[src/logic/fifo_ecc_defines.svh]
`ifndef FIFO_ECC_DEFINES_SVH
`define FIFO_ECC_DEFINES_SVH

// Word geometry
`define FIFO_DATA_W     64
`define FIFO_CHECK_W    8

// Storage geometry
`define FIFO_ADDR_W     9
`define FIFO_DEPTH      512

// Data bits flipped by the injection inputs
`define ECC_INJ_BIT_LO  30
`define ECC_INJ_BIT_HI  62

`endif

[src/logic/fifo_ecc_pkg.sv]
`include "fifo_ecc_defines.svh"

package fifo_ecc_pkg;

    typedef logic [`FIFO_DATA_W-1:0]  data_t;   // One data word
    typedef logic [`FIFO_CHECK_W-1:0] check_t;  // [7] overall parity, [6:0] Hamming
    typedef logic [`FIFO_ADDR_W-1:0]  addr_t;   // Memory index
    typedef logic [`FIFO_ADDR_W:0]    ptr_t;    // Index plus wrap bit

    // ==================================================
    // Hamming column masks, one per check bit
    // ==================================================

    //                       [6]     [5]                             [4]             [3]     [2] [1..0]
    localparam data_t HAMMING_MASK [0:6] = '{
        64'b1010101_1010101010101010101010101010101_101010101010101_1010101_101_1,
        64'b1100110_1100110011001100110011001100110_110011001100110_1100110_110_1,
        64'b1111000_1111000011110000111100001111000_111100001111000_1111000_111_0,
        64'b0000000_1111111100000000111111110000000_111111110000000_1111111_000_0,
        64'b0000000_1111111111111111000000000000000_111111111111111_0000000_000_0,
        64'b0000000_1111111111111111111111111111111_000000000000000_0000000_000_0,
        64'b1111111_0000000000000000000000000000000_000000000000000_0000000_000_0
    };

    // Seven Hamming bits of a data word
    function automatic logic [6:0] hamming_of(input data_t d);
        logic [6:0] h;
        for (int i = 0; i < 7; i++) begin
            h[i] = ^(d & HAMMING_MASK[i]);
        end
        return h;
    endfunction

endpackage

[src/logic/ecc_decoder.sv]
`timescale 1ns/1ps

`include "fifo_ecc_defines.svh"

module ecc_decoder
    import fifo_ecc_pkg::*;
(
    input  logic   _w_RDCLK,
    input  logic   _w_GSR,
    input  logic   rd_fire_i,
    input  data_t  raw_data_i,
    input  check_t raw_check_i,
    output data_t  rd_data_o,
    output logic   sbit_err_o,
    output logic   dbit_err_o
);

    localparam int CW_W = `FIFO_DATA_W + `FIFO_CHECK_W;

    // ==================================================
    // Syndrome and classification
    // ==================================================

    check_t syndrome;
    logic   sbit;
    logic   dbit;

    assign syndrome[6:0] = raw_check_i[6:0] ^ hamming_of(raw_data_i);
    assign syndrome[7]   = ^{raw_check_i, raw_data_i};  // Zero for an even number of flips

    assign sbit = (|syndrome) &  syndrome[7];
    assign dbit = (|syndrome) & ~syndrome[7];

    // ==================================================
    // Single-bit correction
    // ==================================================

    logic [CW_W-1:0] codeword;
    data_t           fixed_data;

    always_comb begin
        // Check bits sit at the power-of-two positions, overall parity at 0
        codeword = {raw_data_i[63:57], raw_check_i[6], raw_data_i[56:26], raw_check_i[5],
                    raw_data_i[25:11], raw_check_i[4], raw_data_i[10:4], raw_check_i[3],
                    raw_data_i[3:1], raw_check_i[2], raw_data_i[0], raw_check_i[1:0],
                    raw_check_i[7]};
        if (sbit && (int'(syndrome[6:0]) < CW_W)) begin
            codeword[syndrome[6:0]] = ~codeword[syndrome[6:0]];
        end
        fixed_data = {codeword[71:65], codeword[63:33], codeword[31:17],
                      codeword[15:9], codeword[7:5], codeword[3]};
    end

    // Output register, updated only by an accepted read
    always_ff @(posedge _w_RDCLK or posedge _w_GSR) begin
        if (_w_GSR) begin
            rd_data_o  <= '0;
            sbit_err_o <= 1'b0;
            dbit_err_o <= 1'b0;
        end else if (rd_fire_i) begin
            rd_data_o  <= fixed_data;  // Equals raw data unless sbit
            sbit_err_o <= sbit;
            dbit_err_o <= dbit;
        end
    end

endmodule

[config.mk]
export PLATFORM = sky130hd
export DESIGN_NAME = ecc_decoder
export DESIGN_NICKNAME = d
export VERILOG_FILES = /design/src/logic/fifo_ecc_pkg.sv /design/src/logic/ecc_decoder.sv
export VERILOG_INCLUDE_DIRS = /design/src /design/src/logic
export SDC_FILE = /design/constraint.sdc
export NUM_CORES = 1
export LEC_CHECK = 0
export ABC_CLOCK_PERIOD_IN_PS = 2150
export BUFFER_PORTS_ARGS = -buffer_cell sky130_fd_sc_hd__buf_2
export CAP_MARGIN = 30
export CORE_AREA = 2 2 107 109
export CTS_CLUSTER_DIAMETER = 150
export DETAILED_ROUTE_END_ITERATION = 6
export DIE_AREA = 0 0 109 111
export GPL_TIMING_DRIVEN = 0
export MAX_ROUTING_LAYER = met4
export PLACE_DENSITY = 0.8
export SLEW_MARGIN = 20
export SYNTH_ARGS = -nofsm -noshare
export SYNTH_HDL_FRONTEND = slang
export SYNTH_SLANG_ARGS = --single-unit
[constraint.sdc]
create_clock -name _w_RDCLK -period 2.15 [get_ports _w_RDCLK]
set_input_delay 0.3225 -clock _w_RDCLK [delete_from_list [all_inputs] [get_ports _w_RDCLK]]
set_output_delay 0.3225 -clock _w_RDCLK [all_outputs]
set_load 0.02 [all_outputs]
==> reports/metrics.csv <==
stage,metric,value,unit
run_status,status,"complete, but fails checks",
run_status,violations,negative setup slack,
global_route,antenna_found_initial,0,
floorplanning,core_area,0.01108,sq mm
setup_path,critical_path_class,primary input to flip-flop,
global_route,grt_pass1_vias,5887,
floorplanning,die_x,109,um
yosys,synth_nets,702,
floorplanning,ios,141,
floorplanning,placementRows,39,
yosys,ys_async_sr_fraction,100.0,%
timing,finalHoldViolations,0,
finish,nNetsFinal,893,
finish,num_antenna_cells,0,
global_route,grt_max_degree,49,
setup_path,crit_path_max_fanout,10,
finish,layout-drive-gt1-share,39.61,%
setup_path,crit_arrival,3.88,ns
setup_path,worst_setup_path_end_kind,flip-flop,
yosys,syn_area,0.005877,sq mm
timing,fmax,276.5,MHz
timing,finalWorstSetupSlack,-1.466,ns
cts,clock_latency,0.34,ns
yosys,yosys.area.top_type_share,28.10,%
timing,min_period,3.616,ns
routing,antenna_left,0,
routing,drtPass1Iterations,5,
cts,htreeDepth,3,
timing,slew_headroom,36.55,%
timing,finalSetupViolations,66,
yosys,synth_edf_count,0,
routing,vias,6081,
timing,worst_slew_pin_slew,0.9518,ns
cts,clkTransAtPathRegs,0.06,ns
setup_path,worst_ep_required_time,2.42,ns
routing,post_drt_wl_per_cell,24.38,um
yosys,ys_top_cells_by_area,"dfrtp_1 (28%), xnor3_1 (12%), xnor2_1 (8.0%), mux2i_1 (5.8%), a31oi_1 (4.4%)",
timing,drv_slew,0,
yosys,synth_top_area_cell,dfrtp_1,
finish,layout_common_cells,"buf_2 (132), dfrtp_1 (66), nand2_1 (62)",
cts,numClockSinks,66,
finish,layout_commonest_cell,buf_2,
timing,fin_crit_sh,168.2,%
yosys,synth_flop_cell,dfrtp_1,
global_route,grt-ovfl-total,0,
flow_run,max_cap_viol_count,0,
timing,grt_setup_unrepaired,true,
timing,clock_skew,0,ns
yosys,syn_area_per_cell,9.373,sq um
routing,routed_via_density,6.295,
timing,tns,-89.07,ns
finish,area_growth,38.17,%
cts,cts_tree,done,
yosys,ys_seq_area_share,28.10,%
floorplanning,initial_core_util,53.06,%
yosys,ys_warn_count,0,
floorplanning,die_h,111,um
floorplanning,dieArea,0.01210,sq mm
setup_path,max_stage_delay,0.47,ns
global_route,gr-usage-all-layers,39.56,%
routing,drt-total-wl,23.55,mm
setup_path,crit_slowest_cell,xnor3_1,
placement,io_buffers,138,
min_path,hold_path.class,primary input to flip-flop,
placement,place_congestion,0.9761,
cts,cts_max_path_buffers,2,
global_route,grt_first_pass_wirelength,34.09,mm
cts,root_buffer,clkbuf_16,
routing,drcViolationCount,0,
yosys,syn_inst,627,
setup_path,crit_chain,buf_2 -> xnor2_2 -> xnor3_1 -> xnor3_1 -> xor3_2 -> buf_4 -> buf_4 -> mux4_2 -> mux2i_2 -> nand2_1 -> a32oi_4 -> nand2_4 -> buf_6 -> a31oi_2,
placement,dpl.hpwl,16.96,mm
cts,cts_buffers,9,
setup_path,cp_num_buf_inv,4,
yosys,synth_cell_types,54,
routing,drtIter0Drc,713,
yosys,ys_seq_elements,66,
setup_path,worstSetupStartpointType,primary input,
setup_path,critical_path.top_delay_family,XOR/XNOR gates,
==> metal layers <==
metal | global-route usage [%] | share of wire, % | routed length, um
met1 | 53.82 | 40 | 9536
met2 | 59.46 | 46 | 10830
met4 | 13.93 | 4.4 | 1032
met3 | 6.996 | 9.1 | 2152
met5 | - | 0 | 0
==> path summary, 6_finish.rpt <==
check	start	to	slack, ns	depth (start not counted)
max in group asynchronous	_w_GSR	rd_data_o[13]$_DFFE_PP0P_	1.14	4
min in group asynchronous	_w_GSR	rd_data_o[41]$_DFFE_PP0P_	0.47	3
min	raw_data_i[60]	rd_data_o[60]$_DFFE_PP0P_	0.28	3
max reg2reg	rd_data_o[29]$_DFFE_PP0P_	rd_data_o[29]$_DFFE_PP0P_	1.22	3
max	raw_data_i[44]	rd_data_o[61]$_DFFE_PP0P_	-1.47	14
min reg2reg	rd_data_o[50]$_DFFE_PP0P_	rd_data_o[50]$_DFFE_PP0P_	0.51	1
==> repair_timing <==
item                       CTS  global route
setup endpoints to repair   66            66
hold endpoints to repair    18             0
gates cloned                 1             2
pin swaps                   23            24
hold buffers                 1             0
setup buffers               30             9
resized for setup           84            65
==> sequential cells by signal, indices dropped and copies added (netlist names) <==
register,cells
sbit_err_o,1
dbit_err_o,1
rd_data_o,64
==> synthesized netlist by cell type (17+ instances only) <==
master / instances
xnor2_1: 54
mux2i_1: 34
dfrtp_1: 66
xor2_1: 19
a21oi_1: 47
clkbuf_1: 26
o21ai_0: 42
xnor3_1: 31
nor3_1: 17
a31oi_1: 41
nor2_1: 41
nand2_1: 62
==> per-stage QoR <==
| step | setup slack [ns] | instance area (sq um) | cells | hold slack, ns | util, % |
|---|---|---|---|---|---|
| detailed placement | -2.193 | 6839 | 910 | 0.2967 | 61.74 |
| finish | -1.466 | 8120 | 966 | 0.2846 | 73.31 |
| floorplan | -1.313 | 5934 | 627 | 0.4701 | - |
| CTS | -1.354 | 7772 | 956 | 0.2715 | 70.17 |
| global placement | -2.123 | 6804 | 908 | 0.4917 | 61.43 |
| global route | -1.578 | 8120 | 966 | 0.2903 | 73.31 |
==> cell families (layout without fill, tap and decap cells) <==
family | Yosys count | after routing | share of synthesized area (%)
simple gates | 173 | 174 | 13.88
compound gates | 167 | 167 | 17.37
xor+xnor | 113 | 113 | 26.14
flops | 66 | 66 | 28.10
buf+inv | 55 | 250 | 4.705
mux | 52 | 52 | 9.623
fa+ha+maj | 1 | 1 | 0.1703
==> worst min-delay path: cells and delay by family <==
kind / cells / cell delay (ns)
buffers and inverters: 1 / 0.12
AOI/OAI and AO/OA: 2 / 0.14
==> area by class of cell <==
class	count	area [sq um]
Timing Repair Buffer	181	1145
Buffer	45	329.1
Multi-Input combinational cell	507	4432
Sequential cell	66	1652
Inverter	8	32.53
Clock buffer	10	239.0
Fill cell	806	2957
Tap cell	143	178.9
Clock inverter	6	112.6
Power is not shown: default switching activity piles up to over one toggle a cycle in this logic, so the estimate is an artifact.
