### src/logic/fifo_ecc_defines.svh
`ifndef FIFO_ECC_DEFINES_SVH
`define FIFO_ECC_DEFINES_SVH

// Word geometry
`define FIFO_DATA_W     64
`define FIFO_CHECK_W    8

// Storage geometry
`define FIFO_ADDR_W     9
`define FIFO_DEPTH      512

// Data bits flipped by the injection inputs
`define ECC_INJ_BIT_LO  30
`define ECC_INJ_BIT_HI  62

`endif

### src/logic/fifo_ecc_pkg.sv
`include "fifo_ecc_defines.svh"

package fifo_ecc_pkg;

    typedef logic [`FIFO_DATA_W-1:0]  data_t;   // One data word
    typedef logic [`FIFO_CHECK_W-1:0] check_t;  // [7] overall parity, [6:0] Hamming
    typedef logic [`FIFO_ADDR_W-1:0]  addr_t;   // Memory index
    typedef logic [`FIFO_ADDR_W:0]    ptr_t;    // Index plus wrap bit

    // ==================================================
    // Hamming column masks, one per check bit
    // ==================================================

    //                       [6]     [5]                             [4]             [3]     [2] [1..0]
    localparam data_t HAMMING_MASK [0:6] = '{
        64'b1010101_1010101010101010101010101010101_101010101010101_1010101_101_1,
        64'b1100110_1100110011001100110011001100110_110011001100110_1100110_110_1,
        64'b1111000_1111000011110000111100001111000_111100001111000_1111000_111_0,
        64'b0000000_1111111100000000111111110000000_111111110000000_1111111_000_0,
        64'b0000000_1111111111111111000000000000000_111111111111111_0000000_000_0,
        64'b0000000_1111111111111111111111111111111_000000000000000_0000000_000_0,
        64'b1111111_0000000000000000000000000000000_000000000000000_0000000_000_0
    };

    // Seven Hamming bits of a data word
    function automatic logic [6:0] hamming_of(input data_t d);
        logic [6:0] h;
        for (int i = 0; i < 7; i++) begin
            h[i] = ^(d & HAMMING_MASK[i]);
        end
        return h;
    endfunction

endpackage

### src/logic/ecc_encoder.sv
`timescale 1ns/1ps

`include "fifo_ecc_defines.svh"

module ecc_encoder
    import fifo_ecc_pkg::*;
(
    input  data_t  wr_data_i,
    input  logic   inj_sbit_i,
    input  logic   inj_dbit_i,
    output data_t  enc_data_o,
    output check_t enc_check_o
);

    // ==================================================
    // Check bits over the clean word
    // ==================================================

    logic [6:0] hamming;
    logic       overall;

    assign hamming = hamming_of(wr_data_i);
    assign overall = ^{hamming, wr_data_i};  // Parity over all 71 other bits

    assign enc_check_o = {overall, hamming};

    // ==================================================
    // Error injection
    // ==================================================

    data_t inj_mask;

    always_comb begin
        inj_mask = '0;
        if (inj_dbit_i) begin                // Double wins over single
            inj_mask[`ECC_INJ_BIT_LO] = 1'b1;
            inj_mask[`ECC_INJ_BIT_HI] = 1'b1;
        end else if (inj_sbit_i) begin
            inj_mask[`ECC_INJ_BIT_LO] = 1'b1;
        end
    end

    // Flip after encoding so the stored check bits disagree with the data
    assign enc_data_o = wr_data_i ^ inj_mask;

endmodule

### config.mk
export PLATFORM = sky130hd
export DESIGN_NAME = ecc_encoder
export DESIGN_NICKNAME = d
export VERILOG_FILES = /design/src/logic/fifo_ecc_pkg.sv /design/src/logic/ecc_encoder.sv
export VERILOG_INCLUDE_DIRS = /design/src /design/src/logic
export SDC_FILE = /design/constraint.sdc
export NUM_CORES = 1
export LEC_CHECK = 0
export BUFFER_PORTS_ARGS = -buffer_cell sky130_fd_sc_hd__buf_2
export CELL_PAD_IN_SITES_DETAIL_PLACEMENT = 0
export CELL_PAD_IN_SITES_GLOBAL_PLACEMENT = 1
export CORE_AREA = 5 5 81 83
export DETAILED_ROUTE_END_ITERATION = 8
export DIE_AREA = 0 0 86 88
export PLACE_DENSITY_LB_ADDON = 0.1
export SYNTH_ARGS = -nofsm -noshare
export SYNTH_HDL_FRONTEND = slang
export SYNTH_SLANG_ARGS = --single-unit
### constraint.sdc
create_clock -name vclk -period 6.25
set_clock_uncertainty 0.2 [all_clocks]
set_input_delay 0 -clock vclk [all_inputs]
set_output_delay 0 -clock vclk [all_outputs]
set_load 0.02 [all_outputs]
==> results.yml, run 1 <==
outcome:
  outcome: "finished, final reports clean"
routing:
  ant_nets: 0
  first_pass_iters: 3
  drt_iter0_drc: 12
  via_count: 1280
  detail_route.wl_per_cell_um: 13.0
  route.detailed.drc: 0
  via_per_inst: 3.87
  wl_mm: 4.29
synth:
  synth_cells: 181
  synth_area_um2: 1790
  avgSynthCellArea_um2: 9.90
  yosysTopAreaCellShare_pct: 36.2
  ys_seq_area_share_pct: 0
  ys.warnings.count: 0
  syn-num-nets: 247
  ys_types: 7
  synth.area.top_cells: "xnor2_1 36%, buf_4 26%, xnor3_1 25%, xor2_1 10%, xnor2_2 0.91%"
  synthTopCellsByCount: "74 x xnor2_1, 63 x buf_4, 21 x xor2_1"
  yosysTopAreaCell: "xnor2_1"
  synth.most_common_cell: "xnor2_1"
sta:
  fmax_ghz: 0.395
  timing.final.crit_share_pct: 40.5
  finalHoldViolCount: 0
  finalSetupViolations: 0
  fin_crit_ns: 2.53
  rsz0062_at_grt: "false"
  relSlewSlack_pct: 68.4
  slew_viol_final: 0
  worst_slew_pin_slew_ns: 0.470
  tns_ns: 0
worst_setup_path:
  crit_top_cell: "xnor3_1"
  path_cells: "buf_2 > xnor3_1 > xor2_1 > xnor3_1 > xnor3_1 > xnor3_1 > xnor3_1 > buf_2"
  slowest_stage: "xnor3_1"
  cp_top_family: "XOR/XNOR gates"
  cp.required_ns: 6.05
  cpPeakStageDelay_ns: 0.46
  critical_path_class: "in2out"
  cp.arrival_ns: 2.33
  worst-path-buf-inv: 2
  startpoint_type: "input port"
  crit_path_max_fanout: 3
  crit_path_end_kind: "output port"
cells_and_area:
  drive_gt1_share_pct: 54.7
  fin_nets: 324
  diodes: 0
  seq_area_um2: 0
  area_growth_pct: 17.4
  seq_cell_count: 0
  clock_buffers: 0
  fillers: 641
  multi_input_comb_area_um2: 1320
  final_util_pct: 36.4
floorplanning:
  chipHeight_um: 88
  die-width_um: 86
  io_pins: 138
  start_util_pct: 31.0
  die_area_um2: 7570
  placementRows: 28
  coreArea_um2: 5780
pwr:
  internal_power_mw: 0.477
  p_switching_mw: 0.448
  p_sw_share_pct: 48.5
  peakVddDrop_mv: 0.744
  p_leak_nw: 1.11
  comb_power_share_pct: 100.0
  seqPwrFrac_pct: 0
  clockPowerShare_pct: 0
  p_per_area_nw_per_um2: 440
cts:
  holdBufCountCts: 0
  cts_resized: 0
  postCtsSetupRepairBufs: 0
place:
  dp_hpwl_mm: 4.08
  portBuffers: 138
  place_congestion: 0.664
global_routing:
  use_met2_pct: 18.2
  grt.total_usage_pct: 10.1
  grt_use_met3_pct: 0.564
  grt_max_degree: 5
  grtUsageMet1_pct: 14.2
  top_usage_layer: "met2"
  overflow: 0
  grt_pass1_wl_mm: 6.13
  antenna_found_initial: 0
  first_global_vias: 1274
job:
  cap_violations: 0
hold_path:
  hold_path.class: "in2out"
## metal layers
metal | up-vias | part of all wire [%]
met3 | 0 | 8.8
met4 | 0 | 0
met1 | 563 | 42
li1 | 651 | -
met5 | - | 0
met2 | 66 | 50
## cell type report
| type | count | area share, % |
|---|---|---|
| Tap cell | 75 | 4.46 |
| Multi-Input combinational cell | 118 | 62.7 |
| Timing Repair Buffer | 138 | 32.8 |
## stage by stage
stage	worst slack, ns	power (mW)	std cells	area, um2	hold slack (ns)
2_1_floorplan	3.76	0.811	181	1790	-0.0874
3_3_place_gp	3.71	0.946	331	2100	0.0392
3_5_place_dp	3.67	0.943	331	2100	0.0400
4_1_cts	3.67	0.947	331	2100	0.0400
5_1_grt	3.55	0.994	331	2100	0.0516
6_report	3.72	0.925	331	2100	0.0369
## power by group through the flow
| stage | sequential, mW | clock (mW) | combinational [mW] |
|---|---|---|---|
| floorplan | 0 | 0 | 0.811 |
| global placement | 0 | 0 | 0.946 |
| detailed placement | 0 | 0 | 0.943 |
| CTS | 0 | 0 | 0.947 |
| global route | 0 | 0 | 0.994 |
| finish | 0 | 0 | 0.925 |
## cell families after synthesis
| logic type | after synthesis | share of synthesized area (%) |
|---|---|---|
| simple gates | 1 | 0.209 |
| xor+xnor | 117 | 73.4 |
| buf+inv | 63 | 26.4 |
## cells in the final DEF, fill, tap and decap left out
cell type / n
buf_2: 138
nor2_1: 1
xnor2_1: 74
xnor2_2: 1
xnor3_1: 20
xor2_1: 21
xor2_2: 1
## path summary, 6_finish.rpt
check           from  slack (ns)  depth (start not counted)             end
max     wr_data_i[7]        3.72                          8  enc_check_o[7]
min    wr_data_i[12]        0.04                          2  enc_data_o[12]
Note: power is estimated with default switching activity, not from simulation.
==> run 2, diff against run 1 <==
Settings changed: ABC_AREA set to 1, CORE_AREA 5 5 81 83 to 5 5 117 119, DIE_AREA 0 0 86 88 to 0 0 122 124.
Clock period 6.25 ns to 2.4 ns, I/O delays scaled along.
==> run 2 against run 1 <==
  * Critical path type unchanged
  * Die area up 100%
  * Synthesized cell count rose to 4.7 times the previous value
  * Non-clock buffer count up 1
  * Largest cell class unchanged
  * Area after synthesis rose by 120%
  * Critical endpoint unchanged
  * Critical path depth is 14 higher
  * Worst hold slack improved by 0.018 ns
  * Highest routed layer unchanged
  * Global-route usage rose by 3.5 points
==> results.yml, run 2 <==
floorplanning:
  coreArea_um2: 12500
  placementRows: 41
  io_pins: 138
  start_util_pct: 32.1
  chipHeight_um: 124
  die-width_um: 122
  die_area_um2: 15100
place:
  dp_slack_ns: 0.137
  dp_cells: 1087
  dp_hpwl_mm: 9.63
  portBuffers: 138
  place_congestion: 0.826
synth:
  yosysTopAreaCell: "nand2_1"
  synth.most_common_cell: "nand2_1"
  ys_types: 19
  ys.warnings.count: 0
  syn-num-nets: 922
  synth.area.top_cells: "nand2_1 47%, buf_4 13%, nand3_1 8.6%, inv_1 7.9%, xor2_1 7.7%"
  synthTopCellsByCount: "505 x nand2_1, 84 x inv_1, 69 x nand3_1"
  yosysTopAreaCellShare_pct: 47.4
  synth_area_um2: 4000
  ys_seq_area_share_pct: 0
  avgSynthCellArea_um2: 4.67
  synth_cells: 856
cells_and_area:
  drive_gt1_share_pct: 20.3
  seq_area_um2: 0
  area_growth_pct: 10.5
  diodes: 0
  final_util_pct: 35.5
  final_common_cell: "nand2_1"
  seq_cell_count: 0
  mostFrequentLayoutCells: "492 x nand2_1, 126 x buf_2, 83 x inv_1"
  fin_cells: 1088
  fin_nets: 984
  clock_buffers: 0
worst_setup_path:
  crit_path_max_fanout: 5
  crit_top_cell: "nand2_1"
  cpPeakStageDelay_ns: 0.18
  critical_path_class: "in2out"
  startpoint_type: "input port"
  path_cells: "buf_2 > inv_1 > nand2_1 > nand2_1 > nand2_1 > nand3_1 > nand3b_1 > nand2_2 > inv_1 > nand2_1 > nand2_1 > nand2_1 > nand2_2 > nand2_1 > nand3_1 > nand2_2 > inv_2 > nand2_1 > nand2_1 > nand2_1 > nand2_1 > buf_4"
  cp_top_family: "simple AND/OR/NAND/NOR gates"
  worst-path-buf-inv: 5
  cp.arrival_ns: 1.89
  crit_path_end_kind: "output port"
  slowest_stage: "nand3b_1"
  cp.required_ns: 2.20
sta:
  fmax_ghz: 0.479
  finalSetupViolations: 0
  relSlewSlack_pct: 78.6
  worst_slew_pin_slew_ns: 0.319
  fin_ws_ns: 0.311
  finalHoldViolCount: 0
  fin_crit_ns: 2.09
  timing.final.crit_share_pct: 87.0
  slew_viol_final: 0
routing:
  ant_nets: 0
  via_per_inst: 4.28
  via_count: 4654
  route.detailed.drc: 0
  drt_iter0_drc: 209
  wl_mm: 10.8
  first_pass_iters: 4
  detail_route.wl_per_cell_um: 9.91
pwr:
  p_total_mw: 1.71
  p_leak_nw: 3.01
  p_per_area_nw_per_um2: 387
  peakVddDrop_mv: 0.138
cts:
  holdBufCountCts: 0
hold_path:
  min_path_cells: 2
  hold_end: "enc_data_o[58]"
  hold_path.class: "in2out"
  worstHoldStart: "wr_data_i[58]"
global_routing:
  grt_pass1_wl_mm: 17.5
  overflow: 0
  grt_max_degree: 14
  antenna_found_initial: 0
  first_global_vias: 4026
  grt.total_usage_pct: 13.6
job:
  cap_violations: 0
outcome:
  outcome: "finished, final reports clean"
-- run 2: changes by cell type after synthesis, sizes merged, moves of 2 or more --
cell / previous run / this run
xnor2: 75 / 30
clkbuf: 0 / 2
nand4: 0 / 3
xor2: 22 / 37
nand2: 0 / 513
buf: 63 / 77
nor2: 1 / 16
nand3b: 0 / 5
nand3: 0 / 70
inv: 0 / 102
xnor3: 20 / 0
-- run 2: timing repair --
action | in CTS | in global routing
gates resized for setup | 0 | 33
setup buffers | 0 | 1
endpoints found under the setup margin | 0 | 1
hold endpoints to repair | 0 | 0
-- run 2: area by class of cell --
type                            count  area [um2]
Fill cell                        1462        8050
Inverter                          102         385
Multi-Input combinational cell    675        3090
Tap cell                          172         215
Timing Repair Buffer              139         732
-- run 2: power by group --
group          leakage (nW)  switching [mW]  internal [mW]
registers                 0               0              0
logic                  3.01            1.11          0.602
clock network             0               0              0
-- run 2: kinds of logic after synthesis --
| family | after synthesis | synth area share [%] |
|---|---|---|
| and+or+nand+nor | 607 | 60.6 |
| buffers and inverters | 181 | 24.0 |
| AOI/OAI and AO/OA | 1 | 0.125 |
| xor gates and xnor gates | 67 | 15.2 |
-- run 2: stage by stage --
| stage | setup TNS, ns | hold WS, ns | area [um2] |
|---|---|---|---|
| finish | 0 | 0.0547 | 4420 |
| detailed placement | 0 | 0.0565 | 4330 |
| floorplan | 0 | -0.0874 | 4000 |
| global route | -0.00324 | 0.0712 | 4420 |
| global placement | 0 | 0.0511 | 4330 |
| CTS | 0 | 0.0574 | 4330 |
-- run 2: layer usage --
layer	vias up	track usage (%)	part of all wire, %
li1	2611	-	-
met1	1954	20.3	52
met2	89	22.7	43
met3	0	0.908	5.2
met4	0	0.420	0
met5	-	0	0
-- run 2: worst max path at each step --
| stage | depth (start not counted) | slack (ns) | to | from |
|---|---|---|---|---|
| 2_1_floorplan | 22 | 0.54 | enc_check_o[7] | wr_data_i[47] |
| 3_3_place_gp | 22 | 0.11 | enc_check_o[7] | wr_data_i[40] |
| 3_5_place_dp | 22 | 0.14 | enc_check_o[7] | wr_data_i[40] |
| 4_1_cts | 22 | 0.13 | enc_check_o[7] | wr_data_i[40] |
| 5_1_grt | 23 | -0.003 | enc_check_o[7] | wr_data_i[46] |
| 6_report | 22 | 0.31 | enc_check_o[7] | wr_data_i[17] |
==> run 3, diff against run 2 <==
Settings changed: ABC_AREA 1 to unset, CELL_PAD_IN_SITES_DETAIL_PLACEMENT 0 to unset, CELL_PAD_IN_SITES_GLOBAL_PLACEMENT 1 to unset, CORE_AREA 5 5 117 119 to 5 5 72 74, DIE_AREA 0 0 122 124 to 0 0 77 79, PLACE_DENSITY set to 0.82, PLACE_DENSITY_LB_ADDON 0.1 to unset, TNS_END_PERCENT set to 20.
==> run 3 against run 2 <==
  * Utilization grew 18 points
  * Setup slack lost 0.31 ns
  * Combinational power grew 68%
  * Critical path type unchanged
  * Sequential cell count is the same
  * Critical endpoint unchanged
  * Worst hold slack lost 0.029 ns
  * Maximum frequency shrank 13%
  * Global-route usage shrank 0.38 points
  * Total power grew 68%
  * Via count shrank 70%
==> results.yml, run 3 (synthesis results as in run 1) <==
outcome:
  outcome: "finished, final reports clean"
cells_and_area:
  final_common_cell: "buf_2"
  fillers: 408
  diodes: 0
  area_growth_pct: 34.5
  drive_gt1_share_pct: 64.6
  clock_buffers: 0
  seq_cell_count: 0
  fin_nets: 348
  seq_area_um2: 0
  mostFrequentLayoutCells: "135 x buf_2, 63 x xnor2_1, 25 x buf_4"
global_routing:
  grt_pass1_wl_mm: 6.62
  overflow: 0
  grt.total_usage_pct: 13.2
  antenna_found_initial: 0
  first_global_vias: 1448
  grt_max_degree: 5
floorplanning:
  start_util_pct: 39.5
  coreArea_um2: 4540
  die-width_um: 77
  chipHeight_um: 79
  io_pins: 138
  die_area_um2: 6080
  placementRows: 25
worst_setup_path:
  worst-path-buf-inv: 2
  cp_top_family: "XOR/XNOR gates"
  crit_path_max_fanout: 3
  crit_top_cell: "xnor3_1"
  slowest_stage: "xnor3_1"
  critical_path_class: "in2out"
  startpoint_type: "input port"
  path_cells: "buf_2 > xnor3_1 > xnor2_2 > xnor3_1 > xnor3_2 > xnor3_1 > xnor3_1 > buf_6"
  cp.arrival_ns: 2.20
  crit_path_end_kind: "output port"
  cp.required_ns: 2.20
  cp-startpoint: "wr_data_i[37]"
  cpPeakStageDelay_ns: 0.45
routing:
  drt_iter0_drc: 38
  via_count: 1414
  detail_route.wl_per_cell_um: 13.8
  via_per_inst: 4.23
  first_pass_iters: 4
  ant_nets: 0
  route.detailed.drc: 0
  wl_mm: 4.62
hold_path:
  worstHoldStart: "wr_data_i[7]"
  hold_path.class: "in2out"
pwr:
  p_per_area_nw_per_um2: 1190
  comb_power_share_pct: 100.0
  internal_power_mw: 1.57
  p_sw_share_pct: 45.5
  p_switching_mw: 1.31
  seqPwrFrac_pct: 0
  clockPowerShare_pct: 0
  peakVddDrop_mv: 2.65
  p_leak_nw: 1.30
sta:
  finalHoldViolCount: 0
  finalSetupViolations: 0
  fmax_ghz: 0.417
  relSlewSlack_pct: 75.9
  timing.final.crit_share_pct: 99.9
  fin_crit_ns: 2.40
  worst_slew_pin_slew_ns: 0.358
  rsz0062_at_grt: "true"
  tns_ns: 0
  whs_ns: 0.0262
  slew_viol_final: 0
place:
  dp_hpwl_mm: 4.20
  portBuffers: 138
  place_congestion: 0.879
cts:
  holdBufCountCts: 0
job:
  cap_violations: 0
-- run 3: cell types whose count changed in the layout (fill, tap and decap cells not counted), sizes merged, moves of 15 or more --
| cell | previous run | this run |
|---|---|---|
| buf | 130 | 162 |
| nand3 | 70 | 0 |
| xnor3 | 0 | 20 |
| xor2 | 37 | 22 |
| nor2 | 16 | 1 |
| inv | 102 | 0 |
| nand2 | 513 | 0 |
| xnor2 | 30 | 75 |
-- run 3: final timing paths --
| check | end | cells after the start |
|---|---|---|
| worst max-delay path | enc_check_o[7] | 8 |
| worst min-delay path | enc_data_o[7] | 2 |
-- run 3: cell type report --
class / instances / area [um2] / area share [%]
multi-input cells: 118 / 1460 / 60.4
repair buffers: 162 / 886 / 36.8
well taps: 54 / 67.6 / 2.80
-- run 3: stage by stage --
step / power (mW) / util (%) / instance area [um2] / cells / setup WS, ns
final: 2.87 / 53.1 / 2410 / 334 / 0.00290
after global routing: 3.02 / 53.1 / 2410 / 334 / -0.0870
after CTS: 2.69 / 51.1 / 2320 / 331 / 0.00167
after detailed placement: 2.56 / 49.1 / 2230 / 329 / -0.0956
after global placement: 2.51 / 49.1 / 2230 / 329 / -0.00998
after floorplan: 2.12 / - / 1800 / 181 / 0.0126
-- run 3: what timing repair did --
item                                    CTS  global route
setup buffers                             2             4
endpoints found under the setup margin    1             1
pin swaps                                 4            14
gates resized for setup                  10            12
-- run 3: per-layer routing --
layer / routed length, um / global-route usage, % / part of all wire [%] / vias to the layer above
li1: - / - / - / 700
met1: 1670 / 15.5 / 36 / 638
met2: 2530 / 26.1 / 55 / 72
met3: 373 / 1.59 / 8.1 / 4
met4: 50 / 1.72 / 1.1 / 0
met5: 0 / 0 / 0 / -
-- run 3: power by group through the flow --
stage / clock network (mW) / logic (mW) / registers (mW)
floorplan: 0 / 2.12 / 0
global placement: 0 / 2.51 / 0
detailed placement: 0 / 2.56 / 0
CTS: 0 / 2.69 / 0
global route: 0 / 3.02 / 0
finish: 0 / 2.87 / 0
